File: src/logic/laser_bus_pkg.sv
package laser_bus_pkg;

	// One Z80 bus cycle as the board sees it
	typedef struct packed {
		logic [15:0] addr;
		logic [7:0]  wdata;
		logic        mreq;
		logic        iorq;
		logic        rd;
		logic        wr;
	} cpu_bus_t;

	// Byte written to 6800, kept raw and read back as fields
	typedef union packed {
		logic [7:0] raw;
		struct packed {
			logic [1:0] unused_hi;
			logic       speaker_b;
			logic       css;         // Colour set select
			logic       ag;          // Alpha/graphics mode
			logic       cass_out;
			logic       unused_lo;
			logic       speaker_a;
		} f;
	} io_latch_u;

	typedef struct packed {
		logic [1:0] speaker;         // Bit 1 is latch bit 5
		logic       cass_out;
		logic       ag;
		logic       css;
	} io_outputs_t;

	localparam logic [15:0] IO_BASE   = 16'h6800;
	localparam logic [15:0] IO_SIZE   = 16'h0800;
	localparam logic [15:0] VRAM_BASE = 16'h7000;
	localparam logic [15:0] VRAM_SIZE = 16'h0800;
	localparam logic [15:0] RAM_BASE  = 16'h7800;
	localparam logic [15:0] RAM_SIZE  = 16'h4000;

	localparam int VRAM_AW = 11;
	localparam int RAM_AW  = 14;

	// Last phase of a CPU clock period
	localparam logic [3:0] PHASE_LAST_NORMAL = 4'd13;
	localparam logic [3:0] PHASE_LAST_TURBO  = 4'd3;

endpackage

File: src/logic/cpu_phase_gen.sv
`timescale 1ns/1ns

module cpu_phase_gen #(
	parameter logic [3:0] NORMAL_LAST = laser_bus_pkg::PHASE_LAST_NORMAL,
	parameter logic [3:0] TURBO_LAST  = laser_bus_pkg::PHASE_LAST_TURBO
) (
	input  logic CLK50MHZ,
	input  logic RESET_N,
	input  logic turbo_i,
	output logic cpu_clk_o,
	output logic mem_op_o
);

	logic [3:0] phase_q;
	logic       phase_end;
	logic       strobe_q;

	// Turbo only matters at the turbo wrap point
	assign phase_end = (phase_q == NORMAL_LAST) ||
	                   ((phase_q == TURBO_LAST) && turbo_i);

	always_ff @(posedge CLK50MHZ or negedge RESET_N)
	begin
		if (!RESET_N)
		begin
			phase_q  <= 4'd0;
			strobe_q <= 1'b0;
		end
		else
		begin
			strobe_q <= (phase_q == 4'd0);   // One cycle wide
			if (phase_end)
				phase_q <= 4'd0;
			else
				phase_q <= phase_q + 4'd1;
		end
	end

	// Memory strobe rides on the CPU clock edge
	assign cpu_clk_o = strobe_q;
	assign mem_op_o  = strobe_q;

endmodule

File: config.mk
export PLATFORM = sky130hd
export DESIGN_NAME = cpu_phase_gen
export DESIGN_NICKNAME = d
export VERILOG_FILES = /design/src/logic/laser_bus_pkg.sv /design/src/logic/cpu_phase_gen.sv
export SDC_FILE = /design/constraint.sdc
export NUM_CORES = 1
export LEC_CHECK = 0
export BUFFER_PORTS_ARGS = -buffer_cell sky130_fd_sc_hd__buf_2
export CAP_MARGIN = 40
export CORE_AREA = 3 3 40 42
export CTS_CLUSTER_SIZE = 14
export DETAILED_ROUTE_END_ITERATION = 12
export DIE_AREA = 0 0 43 45
export PLACE_DENSITY_LB_ADDON = 0.25
export SLEW_MARGIN = 20
export SYNTH_ARGS = -nofsm -noshare
export SYNTH_HDL_FRONTEND = slang
export SYNTH_SLANG_ARGS = --single-unit
File: constraint.sdc
create_clock -name CLK50MHZ -period 1.6 [get_ports CLK50MHZ]
set_clock_uncertainty 0.15 [all_clocks]
set_input_delay 0.08 -clock CLK50MHZ [delete_from_list [all_inputs] [get_ports CLK50MHZ]]
set_output_delay 0.08 -clock CLK50MHZ [all_outputs]
set_load 0.02 [all_outputs]
==> impl_metrics.yaml, run 1 <==
clock_tree:
  clockBufferDepth: 2
  htree_levels: 1
  clk_pin_slew_ps: 50
  cts_hold_buf: 1
  clkLatencyLatePin_ps: 250
  cts_tree: "built"
  clock_sinks: 5
  numCtsBuffers: 3
  cts_root_buf: "clkbuf_4"
  cts_setup_buffers: 0
  cts_resized: 0
detailed_routing:
  drc: 0
  wire_per_inst_um: 10.44
  ant_nets: 0
  vias_per_cell: 4.500
  num_vias: 216
  firstDrtPassIters: 2
  drt-total-wl_um: 501
  drt_iter0_drc: 5
die:
  initial_core_util_pct: 22.98
  die_h_um: 45
  core-area_um2: 1285
  die_w_um: 43
  rows: 13
  dieArea_um2: 1935
  io_pins: 5
timing:
  drv_slew: 0
  max_freq_mhz: 775.4
  setup_viol: 0
  period_minus_slack_ps: 1290
  relSlewSlack_pct: 82.81
  grt_setup_unrepaired: "false"
  hold_viol: 0
  worst_slew_pin_slew_ps: 257.8
  finalSetupTns_ps: 0
  fin_crit_sh_pct: 80.60
final_layout:
  drive_gt1_share_pct: 36.36
  layout_commonest_cell: "dfrtp_1"
  area_delta_synth_final_pct: 19.07
  n_antenna_cell: 0
  nets: 40
  final_area_um2: 351.6
  most-common-layout-cells: "dfrtp_1 (5), buf_2 (4), inv_1 (3), ha_1 (3), clkbuf_4 (3)"
power:
  p_leak_nw: 0.1775
  vdd_drop_max_mv: 0.7203
  p_sw_share_pct: 36.41
  clockPowerShare_pct: 24.6
  combPwrFrac_pct: 37.5
  intPower_w: 0.0003857
  seqPwrFrac_pct: 37.9
  power.switching_w: 0.0002209
  power_density_nw_per_um2: 1725
global_route:
  overflow: 0
  antenna_found_initial: 0
  globalRouteTotalUtil_pct: 7.179
  grt_pass1_vias: 206
  grt_start_max_net_pins: 10
  grt_pass1_wl_um: 869
hold_path:
  worstHoldEndpoint: "phase_q[2]"
  hold_start: "turbo_i"
  hold_depth: 3
  min_path_type: "input pin to flip-flop"
synthesis:
  synth_xor_xnor_area_share_pct: 0
  synthAdderAreaFrac_pct: 12.71
  synth_top_family_by_area: "simple AND/OR/NAND/NOR gates"
  syn_area_um2: 295.3
  synth_fp_nets: 32
  yosysSeqAreaShare_pct: 42.37
  synth-simple-area-share_pct: 18.22
  ys_types: 15
  synth_area_per_cell_um2: 11.36
  syn_inst: 26
  ys_seq_elements: 5
  yosys_warnings: 0
  synth-compound-area-share_pct: 16.53
  synth.area.mux_share_pct: 0
worst_setup_path:
  arrival_ps: 1270
  worstPathMaxFanout: 9
  critPathLaunchType: "flip-flop"
  endpoint_kind: "flip-flop"
  r2r-start: "phase_q[3]"
  worstPathRequired_ps: 1580
  startpoint: "phase_q[3]"
  r2r-end: "phase_q[3]"
  critPathKind: "flip-flop to flip-flop"
  ff2ff_path_depth: 2
  rrSetupSlack_ps: 310
job:
  maxCapViolations: 0
placed_design:
  place_congestion: 0.7200
  hpwl_um: 385.2
  io_buffers: 4
  placed_area_um2: 315.3
outcome:
  status: "completed"
[final cells by class]
cell class | instances | area [um^2]
fillers | 137 | 933.4
multi-input cells | 16 | 140.1
flip-flops and latches | 5 | 125.1
repair buffers | 5 | 30.03
clock buffers | 4 | 26.28
well taps | 15 | 18.77
inverters | 3 | 11.26
[power groups by stage]
| stage | registers [W] | logic (W) | clock network (W) |
|---|---|---|---|
| finish | 0.000230 | 0.000227 | 0.000149 |
| global route | 0.000238 | 0.000261 | 0.000166 |
| CTS | 0.000230 | 0.000231 | 0.000154 |
| detailed placement | 0.000232 | 0.000228 | 0 |
| global placement | 0.000232 | 0.000229 | 0 |
| floorplan | 0.000219 | 0.000212 | 0 |
[stage by stage]
stage	setup slack [ps]	util, %	instances	hold WS [ps]	power, W
finish	310.4	27.36	48	13.35	0.0006066
CTS	302.6	27.36	48	14.93	0.0006149
floorplan	381.5	-	26	-365.6	0.0004311
global route	254.4	27.36	48	30.88	0.0006641
detailed placement	308.2	24.54	43	-249.5	0.0004597
global placement	328.3	24.54	43	-254.0	0.0004604
[registers in the layout, indices dropped and copies added (netlist names)]
signal     count
phase_q        4
cpu_clk_o      1
[synthesized netlist by cell type (all sizes together)]
| master | number | area (um^2) |
|---|---|---|
| a21bo | 1 | 10.01 |
| a311o | 1 | 10.01 |
| and2b | 2 | 17.52 |
| and4b | 1 | 10.01 |
| buf | 2 | 18.77 |
| dfrtp | 5 | 125.1 |
| ha | 3 | 37.54 |
| inv | 3 | 11.26 |
| nand2 | 2 | 7.510 |
| nand2b | 1 | 6.260 |
| nand3 | 1 | 5.000 |
| nor3b | 1 | 7.510 |
| o22ai | 1 | 6.260 |
| o311a | 2 | 22.52 |
[metal layers]
metal	GRT usage, %	vias up	wire length [um]
met5	0	-	0
met4	9.036	0	34
met3	4.781	4	37
met2	8.683	7	219
met1	7.282	100	211
li1	-	105	-
[worst max-delay path by stage]
stage | to | slack [ps]
6_report | phase_q[3] | 310
5_1_grt | phase_q[3] | 250
3_3_place_gp | phase_q[3] | 330
4_1_cts | phase_q[3] | 300
2_1_floorplan | phase_q[3] | 380
3_5_place_dp | phase_q[3] | 310
[cells by family (layout without fill, tap and decap cells)]
logic type,after synthesis,count (layout)
buf+inv,5,12
compound gates,5,5
flops,5,5
simple gates,8,8
fa+ha+maj,3,3
[critical path, cell delays in order (launching register included)]
cell and delay (ps):
dfrtp_1 480, and4b_1 230, a311o_1 310
No activity file was read; power rests on OpenSTA's default activity.
==> inputs of run 2 (changes only) <==
clock period = 1.2 ns   (was 1.6 ns; I/O delays follow)
==> run 2 against run 1 <==
The flow now finishes with violations (negative setup slack). Sequential share of layout area down 6.5 points. Core utilization up 7.5 points. Critical path depth up 1. Clock-buffer cell count unchanged. Global-route usage up 2.4 points. Clock power up 34%.
==> impl_metrics.yaml, run 2 (synthesized netlist as in run 1, its figures left out) <==
die:
  die_w_um: 43
  dieArea_um2: 1935
  core-area_um2: 1285
  initial_core_util_pct: 22.98
  rows: 13
  io_pins: 5
  die_h_um: 45
power:
  p_leak_nw: 0.2080
  power_density_nw_per_um2: 2376
  p_total_w: 0.001064
  vdd_drop_max_mv: 1.147
clock_tree:
  clkLatencyLatePin_ps: 250
  clk_pin_slew_ps: 50
  cts_root_buf: "clkbuf_4"
  clockBufferDepth: 2
  htree_levels: 1
  numCtsBuffers: 3
  cts_tree: "built"
  clock_sinks: 5
hold_path:
  min_path_type: "input pin to asynchronous set/reset pin"
worst_setup_path:
  path_cells: "ha_4, nand2_2, o311a_4"
  crit_buf_inv: 0
  endpoint_kind: "flip-flop"
  worstPathMaxFanout: 5
  cpLargestDelayFamily: "flip-flops"
  crit_slowest_cell: "dfrtp_2"
  critPathKind: "flip-flop to flip-flop"
  arrival_ps: 1200
  critPathLaunchType: "flip-flop"
  worstPathRequired_ps: 1170
  cp_slowest_stage_delay_ps: 430
timing:
  max_freq_mhz: 812.6
  whs_ps: 8.862
  relSlewSlack_pct: 89.22
  drv_slew: 0
  setup_ws_ps: -30.63
  hold_viol: 0
  setup_viol: 4
  fin_crit_sh_pct: 102.6
  worst_slew_pin_slew_ps: 161.3
  grt_setup_unrepaired: "true"
  period_minus_slack_ps: 1231
final_layout:
  n_antenna_cell: 0
  area_delta_synth_final_pct: 51.70
  fill_cells: 122
  nets: 45
  most-common-layout-cells: "buf_4 (5), buf_2 (4), dfrtp_2 (4), clkbuf_4 (3)"
  drive_gt1_share_pct: 68.42
  regMostFlops: "phase_q"
  layout_commonest_cell: "buf_4"
  largest_reg_flops: 4
placed_design:
  io_buffers: 4
  place_congestion: 0.8238
  hpwl_um: 423.9
detailed_routing:
  vias_per_cell: 4.509
  ant_nets: 0
  wire_per_inst_um: 13.02
  drt-total-wl_um: 690
  num_vias: 239
  drc: 0
  drt_iter0_drc: 4
  firstDrtPassIters: 4
global_route:
  grt_pass1_vias: 273
  grt_pass1_wl_um: 1179
  grt_start_max_net_pins: 7
  grt_util_met3_pct: 4.781
  overflow: 0
  grtUsageMet1_pct: 8.557
  globalRouteTotalUtil_pct: 9.623
  antenna_found_initial: 0
  grt_util_met2_pct: 12.87
  grt.busiest_layer: "met4"
outcome:
  failed_checks: "negative setup slack"
  status: "finished with violations"
job:
  maxCapViolations: 0
run 2: timing repair:
| action | in CTS | in global routing |
|---|---|---|
| setup buffers | 2 | 0 |
| hold endpoints to repair | 5 | 0 |
| pin swaps | 3 | 4 |
| hold buffers | 1 | 0 |
| gates resized for setup | 10 | 2 |
| cloned | 0 | 0 |
| endpoints found under the setup margin | 4 | 4 |
run 2: layout make-up:
| class | instances | area, um^2 | area share (%) |
|---|---|---|---|
| tap | 15 | 18.77 | 4.190 |
| multi-input combinational | 16 | 193.9 | 43.30 |
| timing repair buffer | 10 | 67.56 | 15.08 |
| inverter | 3 | 11.26 | 2.514 |
| clock buffer | 4 | 26.28 | 5.866 |
| sequential | 5 | 130.1 | 29.05 |
run 2: worst paths after layout:
check	start	to	slack (ps)	cells after the start
min reg2reg	phase_q[2]	cpu_clk_o	450	2
min in group CLK50MHZ	turbo_i	phase_q[2]	20	3
max	phase_q[0]	phase_q[1]	-30	3
max in group asynchronous	RESET_N	phase_q[1]	740	2
min	RESET_N	cpu_clk_o	9	2
max reg2reg	phase_q[0]	phase_q[1]	-30	3
run 2: routing by layer:
metal  vias to the layer above  share of wire [%]
met4                         0                6.4
met5                         -                  0
met1                       113                 39
met3                         4                4.2
met2                         7                 50
li1                        115                  -
run 2: through the flow:
| step | TNS (ps) | instance area (um^2) | util [%] | cells | worst slack [ps] |
|---|---|---|---|---|---|
| after floorplan | -34.94 | 297.8 | - | 26 | -17.47 |
| after global placement | -91.95 | 340.3 | 26.48 | 46 | -34.32 |
| after detailed placement | -242.8 | 340.3 | 26.48 | 46 | -75.80 |
| after CTS | -126.9 | 436.7 | 33.98 | 53 | -46.04 |
| after global routing | -261.5 | 447.9 | 34.86 | 53 | -76.96 |
| final | -105.1 | 447.9 | 34.86 | 53 | -30.63 |
run 2: where the power goes:
| part | total, W | switching [W] | internal (W) |
|---|---|---|---|
| clock | 0.000200 | 0.0000739 | 0.000126 |
| sequential | 0.000325 | 0.0000860 | 0.000239 |
| combinational | 0.000540 | 0.000233 | 0.000307 |
| total | 0.00106 | 0.000392 | 0.000672 |
