===== src/logic/laser_kbd_pkg.sv =====
package laser_kbd_pkg;

	typedef struct packed {
		logic [7:0] code;            // PS/2 set 2 scan code
		logic       extended;        // E0 prefix seen
		logic       pressed;
	} kbd_event_t;

	typedef logic [63:0] key_matrix_t;   // Row r, column k at r*8+k, low = pressed
	typedef logic [9:0]  key_extra_t;    // Keys outside the matrix, low = pressed

	// Scan codes handled outside the plain matrix table
	localparam logic [7:0] SC_CTRL   = 8'h14;
	localparam logic [7:0] SC_LSHIFT = 8'h12;
	localparam logic [7:0] SC_RSHIFT = 8'h59;
	localparam logic [7:0] SC_ALT    = 8'h11;
	localparam logic [7:0] SC_ESC    = 8'h76;
	localparam logic [7:0] SC_UP     = 8'h75;
	localparam logic [7:0] SC_LEFT   = 8'h6B;
	localparam logic [7:0] SC_RIGHT  = 8'h74;
	localparam logic [7:0] SC_DOWN   = 8'h72;
	localparam logic [7:0] SC_BKSP   = 8'h66;

	// Matrix positions that take part in folding
	localparam logic [5:0] KEY_IDX_CTRL   = 6'd10;
	localparam logic [5:0] KEY_IDX_LSHIFT = 6'd18;
	localparam logic [5:0] KEY_IDX_DOT    = 6'd33;
	localparam logic [5:0] KEY_IDX_COMMA  = 6'd35;
	localparam logic [5:0] KEY_IDX_SPACE  = 6'd36;
	localparam logic [5:0] KEY_IDX_M      = 6'd37;
	localparam logic [5:0] KEY_IDX_MINUS  = 6'd42;

	// Bits of key_extra_t
	localparam int EX_RSHIFT = 0;
	localparam int EX_REPEAT = 1;
	localparam int EX_LF     = 2;
	localparam int EX_ESC    = 3;
	localparam int EX_UP     = 4;
	localparam int EX_LEFT   = 5;
	localparam int EX_RIGHT  = 6;
	localparam int EX_DOWN   = 7;
	localparam int EX_BKSP   = 8;

endpackage


===== src/logic/keyboard_matrix.sv =====
`timescale 1ns/1ns

module keyboard_matrix (
	input  logic                     CLK50MHZ,
	input  logic                     RESET_N,
	input  logic                     key_strobe_i,
	input  laser_kbd_pkg::kbd_event_t event_i,
	input  logic [7:0]               row_sel_i,
	input  logic                     cass_in_i,
	output logic [7:0]               rd_data_o
);
	import laser_kbd_pkg::*;

	key_matrix_t key_q;
	key_matrix_t key_eff;
	key_extra_t  extra_q;
	logic        map_hit;
	logic [5:0]  map_idx;
	logic        key_up;

	// Scan code to matrix position, MSB flags a hit
	function automatic logic [6:0] scan_lookup(input logic [7:0] code);
		logic [6:0] res;
		res = 7'd0;
		case (code)
			8'h2C:     res = {1'b1, 6'd0};    // T
			8'h1D:     res = {1'b1, 6'd1};    // W
			8'h24:     res = {1'b1, 6'd3};    // E
			8'h15:     res = {1'b1, 6'd4};    // Q
			8'h2D:     res = {1'b1, 6'd5};    // R
			8'h34:     res = {1'b1, 6'd8};    // G
			8'h1B:     res = {1'b1, 6'd9};    // S
			SC_CTRL:   res = {1'b1, KEY_IDX_CTRL};
			8'h23:     res = {1'b1, 6'd11};   // D
			8'h1C:     res = {1'b1, 6'd12};   // A
			8'h2B:     res = {1'b1, 6'd13};   // F
			8'h32:     res = {1'b1, 6'd16};   // B
			8'h22:     res = {1'b1, 6'd17};   // X
			SC_LSHIFT: res = {1'b1, KEY_IDX_LSHIFT};
			8'h21:     res = {1'b1, 6'd19};   // C
			8'h1A:     res = {1'b1, 6'd20};   // Z
			8'h2A:     res = {1'b1, 6'd21};   // V
			8'h2E:     res = {1'b1, 6'd24};   // 5
			8'h1E:     res = {1'b1, 6'd25};   // 2
			8'h26:     res = {1'b1, 6'd27};   // 3
			8'h16:     res = {1'b1, 6'd28};   // 1
			8'h25:     res = {1'b1, 6'd29};   // 4
			8'h31:     res = {1'b1, 6'd32};   // N
			8'h49:     res = {1'b1, KEY_IDX_DOT};
			8'h41:     res = {1'b1, KEY_IDX_COMMA};
			8'h29:     res = {1'b1, KEY_IDX_SPACE};
			8'h3A:     res = {1'b1, KEY_IDX_M};
			8'h36:     res = {1'b1, 6'd40};   // 6
			8'h46:     res = {1'b1, 6'd41};   // 9
			8'h4E:     res = {1'b1, KEY_IDX_MINUS};
			8'h3E:     res = {1'b1, 6'd43};   // 8
			8'h45:     res = {1'b1, 6'd44};   // 0
			8'h3D:     res = {1'b1, 6'd45};   // 7
			8'h35:     res = {1'b1, 6'd48};   // Y
			8'h44:     res = {1'b1, 6'd49};   // O
			8'h5A:     res = {1'b1, 6'd50};   // Return
			8'h43:     res = {1'b1, 6'd51};   // I
			8'h4D:     res = {1'b1, 6'd52};   // P
			8'h3C:     res = {1'b1, 6'd53};   // U
			8'h33:     res = {1'b1, 6'd56};   // H
			8'h4B:     res = {1'b1, 6'd57};   // L
			8'h52:     res = {1'b1, 6'd58};   // Quote as colon
			8'h42:     res = {1'b1, 6'd59};   // K
			8'h4C:     res = {1'b1, 6'd60};   // Semicolon
			8'h3B:     res = {1'b1, 6'd61};   // J
			default:   res = 7'd0;
		endcase
		return res;
	endfunction

	assign {map_hit, map_idx} = scan_lookup(event_i.code);
	assign key_up = ~event_i.pressed;

	always_ff @(posedge CLK50MHZ or negedge RESET_N)
	begin
		if (!RESET_N)
		begin
			key_q   <= '1;
			extra_q <= '1;
		end
		else if (key_strobe_i)
		begin
			if (map_hit)
				key_q[map_idx] <= key_up;
			case (event_i.code)
				SC_RSHIFT: extra_q[EX_RSHIFT] <= key_up;
				SC_ALT:
				begin
					// Left Alt is Repeat, right Alt is LF
					if (event_i.extended)
						extra_q[EX_LF] <= key_up;
					else
						extra_q[EX_REPEAT] <= key_up;
				end
				SC_ESC:    extra_q[EX_ESC] <= key_up;
				SC_UP:     extra_q[EX_UP] <= key_up;
				SC_LEFT:   extra_q[EX_LEFT] <= key_up;
				SC_RIGHT:  extra_q[EX_RIGHT] <= key_up;
				SC_DOWN:   extra_q[EX_DOWN] <= key_up;
				SC_BKSP:   extra_q[EX_BKSP] <= key_up;
				default:   ;
			endcase
		end
	end

	// Extra keys show up as Ctrl plus a matrix key
	always_comb
	begin
		key_eff = key_q;
		key_eff[KEY_IDX_MINUS]  = key_q[KEY_IDX_MINUS] & extra_q[EX_ESC];
		key_eff[KEY_IDX_DOT]    = key_q[KEY_IDX_DOT] & extra_q[EX_UP];
		key_eff[KEY_IDX_M]      = key_q[KEY_IDX_M] & extra_q[EX_LEFT] & extra_q[EX_BKSP];
		key_eff[KEY_IDX_COMMA]  = key_q[KEY_IDX_COMMA] & extra_q[EX_RIGHT];
		key_eff[KEY_IDX_SPACE]  = key_q[KEY_IDX_SPACE] & extra_q[EX_DOWN];
		key_eff[KEY_IDX_CTRL]   = key_q[KEY_IDX_CTRL] & (&extra_q[EX_BKSP:EX_ESC]);
		key_eff[KEY_IDX_LSHIFT] = key_q[KEY_IDX_LSHIFT] & extra_q[EX_RSHIFT];
	end

	// Any selected row with the key down pulls the column low
	always_comb
	begin
		rd_data_o = {1'b1, ~cass_in_i, 6'h3F};
		for (int r = 0; r < 8; r++)
			for (int k = 0; k < 6; k++)
				if (!row_sel_i[r] && !key_eff[r*8+k])
					rd_data_o[k] = 1'b0;
	end

endmodule


===== config.mk =====
export PLATFORM = sky130hd
export DESIGN_NAME = keyboard_matrix
export DESIGN_NICKNAME = d
export VERILOG_FILES = /design/src/logic/laser_kbd_pkg.sv /design/src/logic/keyboard_matrix.sv
export SDC_FILE = /design/constraint.sdc
export NUM_CORES = 1
export LEC_CHECK = 0
export BUFFER_PORTS_ARGS = -buffer_cell sky130_fd_sc_hd__buf_2
export CORE_MARGIN = 2
export CORE_UTILIZATION = 47
export DETAILED_ROUTE_END_ITERATION = 7
export PLACE_DENSITY = 0.73
export SYNTH_ARGS = -nofsm -noshare
export SYNTH_HDL_FRONTEND = slang
export SYNTH_SLANG_ARGS = --single-unit

===== constraint.sdc =====
create_clock -name CLK50MHZ -period 1.55 [get_ports CLK50MHZ]
set_input_delay 0.2325 -clock CLK50MHZ [delete_from_list [all_inputs] [get_ports CLK50MHZ]]
set_output_delay 0.2325 -clock CLK50MHZ [all_outputs]
set_load 0.005 [all_outputs]

==> flow_summary_export.csv <==
group,metric,value,unit
outcome,status,"finished with violations",
outcome,violations,"setup timing",
detailed_routing,firstDrtPassIters,5,
synthesis,syn_inst,433,
final_layout,final_nets,611,
sta,finalClockSkew,0,ns
final_layout,drive_above_1_share,58.9,%
detailed_routing,postRouteAntennaNets,0,
synthesis,synthArstFlopShare,100,%
clocking,cts_sinks,55,
detailed_routing,wl_per_cell,23.3,µm
synthesis,ys_warn_count,0,
synthesis,yosys-mux-area-fraction,15.5,%
final_layout,synthToLayoutAreaGrowth,61.8,%
place,dp_worst_setup_slack,-1.27,ns
grt,first_global_vias,4272,
die,ios,30,
power_and_ir_drop,ir_worst_vdd,0.761,mV
setup_path,crit_slowest_cell,"mux4_2",
detailed_routing,drt_wl_total,16000,µm
sta,layout_worst_path_cycle_share,155,%
die,die_h,95.7,µm
power_and_ir_drop,leakage,0.00297,µW
final_layout,n_antenna_cell,0,
sta,tns,-37.55,ns
final_layout,stdcell_count,686,
setup_path,max_stage_delay,0.55,ns
sta,period_minus_slack,2.41,ns
sta,setup_viol,54,
detailed_routing,via_count,4448,
die,std_cell_rows,33,
sta,hold_violations,0,
clocking,clk_latency,0.33,ns
setup_path,arrival,2.67,ns
grt,grt_max_degree,56,
place,port_buffers,27,
final_layout,register_area,0.00145,mm²
power_and_ir_drop,p_per_area,644,mW/mm²
setup_path,worstSetupEndpointType,"flip-flop",
setup_path,crit_path_frequent_cell,"buf_6",
final_layout,fillers,464,
sta,rsz0062_at_grt,"yes",
grt,grt_overflow_total,0,
setup_path,crit_chain,"buf_12, clkinvlp_4, ha_4, mux4_2, buf_6, a2111o_1, nor4_4, buf_6, nand3_2, mux2i_1",
synthesis,synth-edff-count,0,
clocking,cts-root-buf,"clkbuf_8",
synthesis,synth_area,0.00396,mm²
synthesis,synth.distinct_cells,62,
setup_path,path_delay_family,"multiplexers",
detailed_routing,drc,0,
grt,antenna_found_initial,0,
synthesis,ys_seq_area_share,36.5,%
synthesis,synth_xor_area_share,0,%
place,place_area,0.00532,mm²
synthesis,synth-compound-area-share,14.7,%
final_layout,multi_input_area,0.00313,mm²
synthesis,syn_area_per_cell,9.13,µm²
die,die_area,0.00917,mm²
place,place_inst,649,
die,start_util,48.4,%
place,globalplace.congestion,0.989,
place,hpwl,9810,µm
setup_path,critPathMaxFanout,4,
synthesis,yosys.area_share.simple,21.6,%
sta,fin_ws,-0.858,ns
sta,whs,0.170,ns
clocking,clockBufferDepth,2,
clocking,cts_tree,"built",
run,maxCapViolCount,0,
sta,report.final.slew_viol_count,0,
detailed_routing,drt_iter0_markers,535,
worst_hold_path,hold_class,"primary input to async pin",
clocking,cts_buffers,5,
die,die_w,95.7,µm
die,coreArea,0.00818,mm²
setup_path,critPathRequiredTime,1.81,ns
detailed_routing,drt-vias-per-instance,6.48,
synthesis,ys_ff_latch,55,
clocking,path_clk_slew,0.11,ns
synthesis,synthAdderAreaFrac,2.85,%
setup_path,path_buf_inv,4,
grt,grt_pass1_wl,23200,µm
grt,gr-usage-all-layers,33.5,%
final_layout,design_area,0.00640,mm²
synthesis,synth_ff_type,"dfstp_2",
sta,fmax,415,MHz
synthesis,synth_nets,464,
clocking,htree_levels,2,
setup_path,startpoint_type,"primary input",
synthesis,synth_top_family_by_area,"simple AND/OR/NAND/NOR gates",
setup_path,crit_type,"primary input to flip-flop",
==> synthesized netlist by cell type (9+ instances only) <==
library cell	count	area (µm²)
ha_1	9	113
o22ai_1	14	87.6
inv_1	58	218
nor2_1	22	82.6
nand2_1	15	56.3
nand3_1	14	70.1
nor2b_1	9	56.3
mux2i_1	53	531
nand4_1	20	125
nand2b_1	11	68.8
nor3_1	9	45.0
nor4_1	15	93.8
clkbuf_1	13	48.8
dfstp_2	55	1450
==> per-layer routing <==
| layer | vias to the layer above | GRT usage, % | part of all wire [%] |
|---|---|---|---|
| li1 | 1884 | - | - |
| met1 | 2198 | 43.3 | 40 |
| met2 | 285 | 56.8 | 48 |
| met3 | 81 | 6.19 | 7.6 |
| met4 | 0 | 10.7 | 4.6 |
| met5 | - | 0 | 0 |
==> cells in the final DEF (no fill, tap or decap), types with 9 or more instances in the layout <==
cell,instances
nand4_1,20
buf_2,24
nand2b_1,9
buf_4,109
inv_1,55
buf_6,23
dfstp_2,55
nor2_1,15
o22ai_1,10
nand2_1,11
mux2i_1,50
nor2b_1,9
nor4_4,15
==> registers in the layout, summed over array words and instances, names as in the netlist <==
| register | flops |
|---|---|
| extra_q | 7 |
| key_q | 48 |
==> power breakdown <==
group | total, µW | internal (µW) | switching [µW]
combinational | 1490 | 669 | 820
clock | 897 | 337 | 560
sequential | 1730 | 1640 | 89.2
==> metrics by stage <==
stage               util [%]  power, µW
floorplan                  -       2330
global placement        65.1       2780
detailed placement      65.1       2820
CTS                     74.5       3930
global route            78.3       4260
finish                  78.3       4120
==> final timing paths <==
| check | from | endpoint | slack (ns) | depth (start not counted) |
|---|---|---|---|---|
| max in group asynchronous | RESET_N | extra_q[0] | 1.08 | 2 |
| worst max register to register | key_q[13] | key_q[13] | 0.64 | 2 |
| worst min-delay path | RESET_N | key_q[57] | 0.17 | 1 |
| worst min register to register | key_q[49] | key_q[49] | 0.48 | 2 |
| min in group CLK50MHZ | event_i[7] | extra_q[8] | 0.35 | 4 |
| worst max-delay path | event_i[2] | key_q[11] | -0.86 | 10 |
==> timing repair <==
item | CTS | global route
setup endpoints to repair | 54 | 54
hold buffers | 0 | 0
gates resized for setup | 94 | 46
pin swaps | 42 | 46
cloned | 1 | 0
setup buffers | 20 | 10
endpoints found under the hold margin | 0 | 0
==> final cells by class <==
cell class / count / area share (%)
clock inverter: 3 / 0.450
inverter: 59 / 3.64
sequential: 55 / 22.6
clock buffer: 5 / 1.08
tap: 105 / 2.05
multi-input combinational: 294 / 48.9
timing repair buffer: 165 / 21.3
==> logic make-up after synthesis <==
family | Yosys count
and+or+nand+nor | 147
buffers and inverters | 84
AOI/OAI and AO/OA | 79
muxes | 58
DFF | 55
adders and majority gates | 9
other | 1
No activity file was read; power rests on OpenSTA's default activity.
