$ cat src/logic/laser_bus_pkg.sv
package laser_bus_pkg;

	// One Z80 bus cycle as the board sees it
	typedef struct packed {
		logic [15:0] addr;
		logic [7:0]  wdata;
		logic        mreq;
		logic        iorq;
		logic        rd;
		logic        wr;
	} cpu_bus_t;

	// Byte written to 6800, kept raw and read back as fields
	typedef union packed {
		logic [7:0] raw;
		struct packed {
			logic [1:0] unused_hi;
			logic       speaker_b;
			logic       css;         // Colour set select
			logic       ag;          // Alpha/graphics mode
			logic       cass_out;
			logic       unused_lo;
			logic       speaker_a;
		} f;
	} io_latch_u;

	typedef struct packed {
		logic [1:0] speaker;         // Bit 1 is latch bit 5
		logic       cass_out;
		logic       ag;
		logic       css;
	} io_outputs_t;

	localparam logic [15:0] IO_BASE   = 16'h6800;
	localparam logic [15:0] IO_SIZE   = 16'h0800;
	localparam logic [15:0] VRAM_BASE = 16'h7000;
	localparam logic [15:0] VRAM_SIZE = 16'h0800;
	localparam logic [15:0] RAM_BASE  = 16'h7800;
	localparam logic [15:0] RAM_SIZE  = 16'h4000;

	localparam int VRAM_AW = 11;
	localparam int RAM_AW  = 14;

	// Last phase of a CPU clock period
	localparam logic [3:0] PHASE_LAST_NORMAL = 4'd13;
	localparam logic [3:0] PHASE_LAST_TURBO  = 4'd3;

endpackage

$ cat src/logic/mem_map_decoder.sv
`timescale 1ns/1ns

module mem_map_decoder (
	input  logic                       CLK50MHZ,
	input  logic                       RESET_N,
	input  laser_bus_pkg::cpu_bus_t    bus_i,
	input  logic                       mem_op_i,
	input  logic [7:0]                 ram_rd_i,
	input  logic [7:0]                 vram_rd_i,
	input  logic [7:0]                 kbd_rd_i,
	output logic                       ram_we_o,
	output logic                       vram_we_o,
	output logic [7:0]                 rd_data_o,
	output laser_bus_pkg::io_outputs_t io_o
);
	import laser_bus_pkg::*;

	logic       sel_io;
	logic       sel_vram;
	logic       sel_ram;
	logic       mem_wr;
	logic       rd_phase_q;
	logic [7:0] rd_mux;
	io_latch_u  latch_q;

	// Offset compare, wraps below the base
	assign sel_io   = (bus_i.addr - IO_BASE) < IO_SIZE;
	assign sel_vram = (bus_i.addr - VRAM_BASE) < VRAM_SIZE;
	assign sel_ram  = (bus_i.addr - RAM_BASE) < RAM_SIZE;

	assign mem_wr    = mem_op_i & bus_i.mreq & bus_i.wr & ~bus_i.iorq;
	assign ram_we_o  = mem_wr & sel_ram;
	assign vram_we_o = mem_wr & sel_vram;

	always_comb
	begin
		if (sel_ram)
			rd_mux = ram_rd_i;
		else if (sel_vram)
			rd_mux = vram_rd_i;
		else if (sel_io)
			rd_mux = kbd_rd_i;    // Keyboard sits under the latch
		else
			rd_mux = 8'hFF;       // Open bus
	end

	always_ff @(posedge CLK50MHZ or negedge RESET_N)
	begin
		if (!RESET_N)
		begin
			latch_q.raw <= 8'h00;
			rd_phase_q  <= 1'b0;
			rd_data_o   <= 8'hFF;
		end
		else
		begin
			// One cycle after the strobe the RAM output is settled
			rd_phase_q <= mem_op_i;
			if (mem_wr && sel_io)
				latch_q.raw <= bus_i.wdata;
			if (rd_phase_q && bus_i.mreq && bus_i.rd)
				rd_data_o <= rd_mux;
		end
	end

	assign io_o.speaker  = {latch_q.f.speaker_b, latch_q.f.speaker_a};
	assign io_o.cass_out = latch_q.f.cass_out;
	assign io_o.ag       = latch_q.f.ag;
	assign io_o.css      = latch_q.f.css;

endmodule

$ cat config.mk
export PLATFORM = sky130hd
export DESIGN_NAME = mem_map_decoder
export DESIGN_NICKNAME = d
export VERILOG_FILES = /design/src/logic/laser_bus_pkg.sv /design/src/logic/mem_map_decoder.sv
export SDC_FILE = /design/constraint.sdc
export NUM_CORES = 1
export LEC_CHECK = 0
export BUFFER_PORTS_ARGS = -buffer_cell sky130_fd_sc_hd__buf_4
export CAP_MARGIN = 40
export CORE_MARGIN = 4
export CORE_UTILIZATION = 38
export CTS_CLUSTER_SIZE = 8
export DETAILED_ROUTE_END_ITERATION = 16
export GPL_ROUTABILITY_DRIVEN = 0
export PLACE_DENSITY = 0.79
export SETUP_SLACK_MARGIN = 0.05
export SYNTH_ARGS = -nofsm -noshare
export SYNTH_HDL_FRONTEND = slang
export SYNTH_SLANG_ARGS = --single-unit
export TNS_END_PERCENT = 50
$ cat constraint.sdc
create_clock -name CLK50MHZ -period 1.6 [get_ports CLK50MHZ]
set_input_delay 0.08 -clock CLK50MHZ [delete_from_list [all_inputs] [get_ports CLK50MHZ]]
set_output_delay 0.08 -clock CLK50MHZ [all_outputs]
set_load 0.01 [all_outputs]
==> impl_metrics.xml, run 1 <==
<?xml version="1.0" encoding="UTF-8"?>
<metrics>
  <group name="placed_design">
    <metric name="port-buffer-count" unit="">55</metric>
    <metric name="place_inst" unit="">176</metric>
    <metric name="dp.final_hpwl" unit="um">2190</metric>
  </group>
  <group name="timing">
    <metric name="maxClockFrequency" unit="GHz">0.700</metric>
    <metric name="slew_headroom" unit="%">75.2</metric>
    <metric name="timing_worst_slew_pin_value" unit="ps">371</metric>
    <metric name="final_period_minus_worst_setup_slack" unit="ps">1430</metric>
    <metric name="final-setup-viol-count" unit="">0</metric>
    <metric name="finalClockSkew" unit="ps">5.37</metric>
    <metric name="final_hold_slack" unit="ps">24.3</metric>
    <metric name="final_number_of_hold_violating_endpoints" unit="">0</metric>
    <metric name="fin_crit_share" unit="%">89.3</metric>
    <metric name="unrepaired_setup_endpoints_after_global_routing" unit="">false</metric>
    <metric name="timing_max_transition_violations_final" unit="">0</metric>
  </group>
  <group name="worst_setup_path">
    <metric name="data_arrival_time_of_the_critical_path" unit="ps">1600</metric>
    <metric name="worst_setup_path_start_kind" unit="">primary input</metric>
    <metric name="criticalPathCategory" unit="">in -&gt; reg</metric>
    <metric name="critPathCaptureType" unit="">flop</metric>
    <metric name="critical_path_required" unit="ps">1770</metric>
    <metric name="timing.critical_path.fanout_max" unit="">5</metric>
  </group>
  <group name="synth">
    <metric name="synthArstFlopShare" unit="%">100</metric>
    <metric name="synth_enable_flop_cells" unit="">0</metric>
    <metric name="synth_flop_cell" unit="">dfstp_2</metric>
    <metric name="synth_area_per_cell" unit="sq um">9.91</metric>
    <metric name="yosysUniqueCellTypes" unit="">28</metric>
    <metric name="synth.cell_area" unit="sq um">852</metric>
    <metric name="synth_top_cell_by_area" unit="">dfstp_2</metric>
    <metric name="synth.net_count" unit="">143</metric>
    <metric name="seq_area_frac_synth" unit="%">42.3</metric>
    <metric name="synthTopCellsByArea" unit="">dfstp_2 25%, dfrtp_1 18%, mux2_4 8.8%</metric>
    <metric name="netlist.area_leader.share" unit="%">24.7</metric>
    <metric name="netlist_instances" unit="">86</metric>
    <metric name="synth.yosys.warnings" unit="">0</metric>
    <metric name="postSynthRegisterBits" unit="">14</metric>
  </group>
  <group name="final_layout">
    <metric name="synth_to_layout_area_growth" unit="%">69.0</metric>
    <metric name="post_route_cells_drive_above_1_share" unit="%">56.1</metric>
    <metric name="design.final.nets" unit="">213</metric>
    <metric name="instances_no_fill" unit="">182</metric>
    <metric name="diodes" unit="">0</metric>
  </group>
  <group name="die">
    <metric name="core_area" unit="sq um">2040</metric>
    <metric name="overall_die_width" unit="um">55.4</metric>
    <metric name="start_util" unit="%">41.7</metric>
    <metric name="die_height" unit="um">55.4</metric>
    <metric name="row_count" unit="">16</metric>
    <metric name="top_level_ports" unit="">70</metric>
    <metric name="dieArea" unit="sq um">3060</metric>
  </group>
  <group name="grt">
    <metric name="first_global_vias" unit="">1022</metric>
    <metric name="global_route.overflow_total" unit="">0</metric>
    <metric name="grt_pass1_wl" unit="um">4450</metric>
    <metric name="grt_antenna_before_repair" unit="">0</metric>
    <metric name="grt_usage" unit="%">17.9</metric>
    <metric name="grt_max_degree" unit="">15</metric>
  </group>
  <group name="detailed_routing">
    <metric name="met3_wirelength" unit="um">174</metric>
    <metric name="m1WireLength" unit="um">1070</metric>
    <metric name="wl_per_cell" unit="um">14.9</metric>
    <metric name="drtAntennaViolNets" unit="">0</metric>
    <metric name="detail_route.vias_per_cell" unit="">5.23</metric>
    <metric name="detailedRoute.firstPassIterationCount" unit="">3</metric>
    <metric name="route.detailed.drc" unit="">0</metric>
    <metric name="num_vias" unit="">952</metric>
    <metric name="met2_wirelength" unit="um">1420</metric>
    <metric name="postRouteWirelength" unit="um">2720</metric>
    <metric name="detailedRoute.firstIterationViolations" unit="">10</metric>
    <metric name="dr.max_layer_used" unit="">met4</metric>
  </group>
  <group name="clocking">
    <metric name="ctsHtreeMaxLevel" unit="">1</metric>
    <metric name="cts_bufs_inserted" unit="">3</metric>
    <metric name="clockRootBuffer" unit="">clkbuf_4</metric>
    <metric name="tritoncts_clock_tree" unit="">built</metric>
    <metric name="clockBufferDepth" unit="">2</metric>
    <metric name="clkSinkCount" unit="">14</metric>
    <metric name="cts.repair_timing.setup_buffer_count" unit="">0</metric>
    <metric name="cts.clk_slew.worst_paths" unit="ps">90</metric>
    <metric name="clock_latency" unit="ps">280</metric>
  </group>
  <group name="outcome">
    <metric name="outcome" unit="">complete, no violations</metric>
  </group>
  <group name="power_and_ir_drop">
    <metric name="design_internal_power" unit="uW">776</metric>
    <metric name="vdd_drop_max" unit="V">0.000458</metric>
    <metric name="pwr-share-clk" unit="%">24.0</metric>
    <metric name="net_load_switching_power" unit="uW">286</metric>
    <metric name="relative_contribution_of_sequential_cells_to_total_power" unit="%">43.5</metric>
    <metric name="power_switching_share" unit="%">26.9</metric>
    <metric name="p_comb_share" unit="%">32.5</metric>
    <metric name="power_per_cell_area" unit="nW/um^2">737</metric>
    <metric name="power.static_leakage" unit="nW">0.686</metric>
  </group>
  <group name="flow_run">
    <metric name="max_cap_viol_count" unit="">0</metric>
  </group>
  <group name="min_path">
    <metric name="worst_hold_path_type" unit="">in -&gt; reg</metric>
  </group>
</metrics>
[metal layers]
metal | vias to the layer above | GRT usage, %
li1 | 466 | -
met1 | 438 | 19.0
met2 | 40 | 33.1
met3 | 8 | 4.43
met4 | 0 | 7.64
met5 | - | 0
[power groups by stage]
stage               clock (mW)  combinational, mW  sequential [mW]
floorplan                    0              0.106            0.490
global placement             0              0.336            0.463
detailed placement           0              0.345            0.467
CTS                      0.266              0.349            0.461
global route             0.278              0.377            0.467
finish                   0.255              0.345            0.461
[state kept, by name (all words and copies together), names as in the netlist]
name        flops
rd_phase_q      1
latch_q         5
rd_data_o       8
[metrics by stage]
step	setup TNS [ps]	area, sq um	utilization, %	power (mW)	worst slack [ps]
5_1_grt	0	1440	70.5	1.12	121
3_3_place_gp	-401	1380	67.8	0.799	-80.5
2_1_floorplan	0	877	-	0.596	53.2
4_1_cts	0	1440	70.5	1.08	168
3_5_place_dp	-645	1380	67.8	0.812	-132
6_report	0	1440	70.5	1.06	172
[cell type report]
class                   count  area, sq um
clock buffers               4         36.3
well taps                  27         33.8
inverters                   2         7.51
repair buffers             67          508
multi-input cells          68          494
fillers                   156          602
flip-flops and latches     14          360
[cells in the final DEF, fill, tap and decap left out]
| master | count |
|---|---|
| nor3_1 | 8 |
| dlygate4sd3_1 | 2 |
| o31ai_1 | 1 |
| and3_1 | 2 |
| xor2_1 | 1 |
| nand3_1 | 2 |
| clkbuf_8 | 1 |
| buf_4 | 65 |
| a22oi_1 | 1 |
| nand4_1 | 1 |
| dfrtp_1 | 6 |
| o21ai_0 | 8 |
| dfstp_2 | 8 |
| nand2_1 | 8 |
| mux2_4 | 5 |
| o21ai_1 | 8 |
| a221oi_1 | 1 |
| and4bb_1 | 1 |
| nor2b_1 | 2 |
| clkbuf_4 | 3 |
| or3_1 | 1 |
| ha_1 | 1 |
| nor3b_2 | 1 |
| and4_1 | 1 |
| nor2_1 | 3 |
| o211ai_1 | 1 |
| a2bb2oi_1 | 8 |
| ha_4 | 1 |
| a211oi_4 | 1 |
| nand4b_1 | 1 |
| inv_2 | 2 |
[worst max-delay path, cell delays in order]
cell and delay (ps):
buf_4 90, inv_2 40, ha_4 150, and4bb_1 300, a211oi_4 50, or3_1 530
mux2_4 350
[repair_timing]
| item | in CTS | in global routing |
|---|---|---|
| resized for setup | 0 | 0 |
| endpoints found under the hold margin | 15 | 0 |
| hold buffers | 2 | 0 |
[cells in the mapped netlist, types with 2 or more instances]
cell,instances
a2bb2oi_1,8
and3_1,2
dfrtp_1,6
dfstp_2,8
ha_1,2
inv_1,2
mux2_4,5
nand2_1,8
nand3_1,2
nor2_1,3
nor2b_1,2
nor3_1,8
o21ai_0,8
o21ai_1,8
[cell families (layout without fill, tap and decap cells)]
kind of cell | after synthesis | in the layout | synth area share [%]
AO/OA/AOI/OAI | 29 | 29 | 22.8
XOR/XNOR | 1 | 1 | 1.03
adder cells (fa/ha/maj) | 2 | 2 | 2.94
buffers and inverters | 4 | 73 | 2.64
flip-flops | 14 | 14 | 42.3
multiplexers | 5 | 5 | 8.81
AND/OR/NAND/NOR | 31 | 31 | 19.5
[worst paths after layout]
kind,start,endpoint,slack (ps),depth (start not counted)
min in group asynchronous,RESET_N,latch_q[2]$_DFFE_PN0P_,170,2
hold reg to reg,latch_q[3]$_DFFE_PN0P_,latch_q[3]$_DFFE_PN0P_,520,1
hold / removal,bus_i[6],latch_q[2]$_DFFE_PN0P_,20,2
setup reg to reg,rd_phase_q$_DFF_PN0_,rd_data_o[3]$_DFFE_PN1P_,270,5
max in group asynchronous,RESET_N,rd_data_o[5]$_DFFE_PN1P_,1180,2
setup / recovery,bus_i[24],latch_q[3]$_DFFE_PN0P_,170,7
(Power assumes the default switching activity.)
==> run 2: changes to the inputs <==
REMOVE_ABC_BUFFERS = 1   (was not set)
==> run 2 against run 1 <==
Largest power group unchanged. Die area unchanged. Highest routed layer unchanged. Global-route usage rose by 1.6 points. Non-clock buffer count is the same. Largest cell class unchanged. First-iteration DRC count grew to 4.0 times the previous value. Wire length up 6.3%. Worst hold slack barely moved. Fmax fell by 2.9%.
==> impl_metrics.xml, run 2 (synthesis gave the netlist of run 1 again) <==
<?xml version="1.0" encoding="UTF-8"?>
<metrics>
  <group name="die">
    <metric name="core_area" unit="sq um">2040</metric>
    <metric name="top_level_ports" unit="">70</metric>
    <metric name="row_count" unit="">16</metric>
    <metric name="die_height" unit="um">55.4</metric>
    <metric name="start_util" unit="%">41.7</metric>
    <metric name="dieArea" unit="sq um">3060</metric>
    <metric name="overall_die_width" unit="um">55.4</metric>
  </group>
  <group name="grt">
    <metric name="grt_max_degree" unit="">15</metric>
    <metric name="grt_usage" unit="%">19.5</metric>
    <metric name="grt_pass1_wl" unit="um">4770</metric>
    <metric name="grt_antenna_before_repair" unit="">0</metric>
    <metric name="first_global_vias" unit="">1018</metric>
    <metric name="global_route.overflow_total" unit="">0</metric>
  </group>
  <group name="timing">
    <metric name="fin_crit_share" unit="%">92.0</metric>
    <metric name="final_hold_slack" unit="ps">24.5</metric>
    <metric name="final_number_of_hold_violating_endpoints" unit="">0</metric>
    <metric name="slew_headroom" unit="%">75.4</metric>
    <metric name="unrepaired_setup_endpoints_after_global_routing" unit="">false</metric>
    <metric name="maxClockFrequency" unit="GHz">0.680</metric>
    <metric name="timing_worst_slew_pin_value" unit="ps">368</metric>
    <metric name="final-setup-viol-count" unit="">0</metric>
    <metric name="final_period_minus_worst_setup_slack" unit="ps">1470</metric>
    <metric name="timing_max_transition_violations_final" unit="">0</metric>
    <metric name="finalClockSkew" unit="ps">2.56</metric>
    <metric name="fin_ws" unit="ps">129</metric>
  </group>
  <group name="detailed_routing">
    <metric name="detail_route.vias_per_cell" unit="">5.41</metric>
    <metric name="wl_per_cell" unit="um">15.9</metric>
    <metric name="detailedRoute.firstPassIterationCount" unit="">4</metric>
    <metric name="num_vias" unit="">985</metric>
    <metric name="detailedRoute.firstIterationViolations" unit="">40</metric>
    <metric name="drtAntennaViolNets" unit="">0</metric>
    <metric name="route.detailed.drc" unit="">0</metric>
    <metric name="postRouteWirelength" unit="um">2890</metric>
  </group>
  <group name="placed_design">
    <metric name="port-buffer-count" unit="">55</metric>
    <metric name="dp.final_hpwl" unit="um">2320</metric>
    <metric name="post_dp_cell_area" unit="sq um">1360</metric>
    <metric name="pre_cts_worst_setup_slack" unit="ps">-149</metric>
  </group>
  <group name="min_path">
    <metric name="whs_path_depth" unit="">2</metric>
    <metric name="hold_start" unit="">bus_i[9]</metric>
    <metric name="worst_hold_path_type" unit="">in -&gt; reg</metric>
    <metric name="worstHoldEndpoint" unit="">latch_q[5]$_DFFE_PN0P_</metric>
  </group>
  <group name="power_and_ir_drop">
    <metric name="power.static_leakage" unit="nW">0.685</metric>
    <metric name="power_per_cell_area" unit="nW/um^2">747</metric>
    <metric name="power" unit="mW">1.06</metric>
    <metric name="vdd_drop_max" unit="V">0.000531</metric>
  </group>
  <group name="final_layout">
    <metric name="diodes" unit="">0</metric>
    <metric name="layout.cell_area.non_filler" unit="sq um">1420</metric>
    <metric name="synth_to_layout_area_growth" unit="%">66.7</metric>
    <metric name="post_route_cells_drive_above_1_share" unit="%">54.2</metric>
    <metric name="design.final.nets" unit="">213</metric>
    <metric name="biggestRegsByFlops" unit="">rd_data_o (8), latch_q (5), rd_phase_q (1)</metric>
    <metric name="most_frequent_standard_cell_in_the_layout_excluding_fill_and_tap_cells" unit="">buf_4</metric>
    <metric name="largest_register_ffs" unit="">8</metric>
    <metric name="registers.top_by_ff_count" unit="">rd_data_o</metric>
  </group>
  <group name="clocking">
    <metric name="tritoncts_clock_tree" unit="">built</metric>
    <metric name="cts.clk_slew.worst_paths" unit="ps">90</metric>
    <metric name="cts_bufs_inserted" unit="">3</metric>
    <metric name="clock_latency" unit="ps">280</metric>
    <metric name="cts.repair_timing.setup_buffer_count" unit="">0</metric>
    <metric name="clockRootBuffer" unit="">clkbuf_4</metric>
    <metric name="clockBufferDepth" unit="">2</metric>
    <metric name="ctsHtreeMaxLevel" unit="">1</metric>
    <metric name="clkSinkCount" unit="">14</metric>
  </group>
  <group name="worst_setup_path">
    <metric name="timing.critical_path.fanout_max" unit="">6</metric>
    <metric name="timing.rr.start" unit="">rd_phase_q$_DFF_PN0_</metric>
    <metric name="worst_r2r_path_depth" unit="">5</metric>
    <metric name="criticalPathCategory" unit="">in -&gt; out</metric>
    <metric name="data_arrival_time_of_the_critical_path" unit="ps">1390</metric>
    <metric name="worst_setup_path_start_kind" unit="">primary input</metric>
    <metric name="rr_endpoint" unit="">rd_data_o[0]$_DFFE_PN1P_</metric>
    <metric name="rrSetupSlack" unit="ps">260</metric>
    <metric name="critical_path_required" unit="ps">1520</metric>
    <metric name="critPathCaptureType" unit="">output pin</metric>
  </group>
  <group name="outcome">
    <metric name="outcome" unit="">complete, no violations</metric>
  </group>
  <group name="flow_run">
    <metric name="max_cap_viol_count" unit="">0</metric>
  </group>
</metrics>
==> run 2: layout make-up <==
type                    count  area [sq um]
repair buffers             67           508
fillers                   171           622
well taps                  27          33.8
inverters                   2          7.51
multi-input cells          68           474
clock buffers               4          36.3
flip-flops and latches     14           360
==> run 2: layer usage <==
layer  vias up  routed length, um  track usage (%)
met1       469               1180             21.9
met3         4                214             6.06
li1        467                  -                -
met2        45               1470             34.6
met4         0                 29             6.60
met5         -                  0                0
==> run 2: how the worst max path moves through the flow <==
stage / cells after the start / slack, ps / to / from
2_1_floorplan: 6 / -70 / latch_q[0]$_DFFE_PN0P_ / bus_i[23]
3_3_place_gp: 6 / -100 / latch_q[4]$_DFFE_PN0P_ / bus_i[23]
3_5_place_dp: 7 / -150 / latch_q[4]$_DFFE_PN0P_ / bus_i[23]
4_1_cts: 9 / 60 / ram_we_o / bus_i[23]
5_1_grt: 6 / 90 / latch_q[4]$_DFFE_PN0P_ / bus_i[23]
6_report: 9 / 130 / ram_we_o / bus_i[23]
==> run 2: per-stage QoR <==
stage	utilization, %	std cells	TNS (ps)
2_1_floorplan	-	84	-359
3_3_place_gp	66.5	176	-736
3_5_place_dp	66.5	176	-1380
4_1_cts	69.3	182	0
5_1_grt	69.5	182	0
6_report	69.5	182	0
==> run 2: where the power goes <==
part | switching, mW | internal (mW)
logic | 0.140 | 0.201
registers | 0.0296 | 0.433
clock network | 0.119 | 0.139
total | 0.289 | 0.772
==> run 2: critical path: stages <==
cell and delay [ps]:
buf_4 110, buf_4 120, buf_4 140, ha_1 200, xor2_1 210, a22oi_2 130, buf_4 170, nor2_1 100
buf_4 130
==> run 2: repair_timing <==
item | CTS | global route
endpoints found under the hold margin | 15 | 0
resized for setup | 0 | 1
hold buffers | 2 | 0
endpoints found under the setup margin | 0 | 1
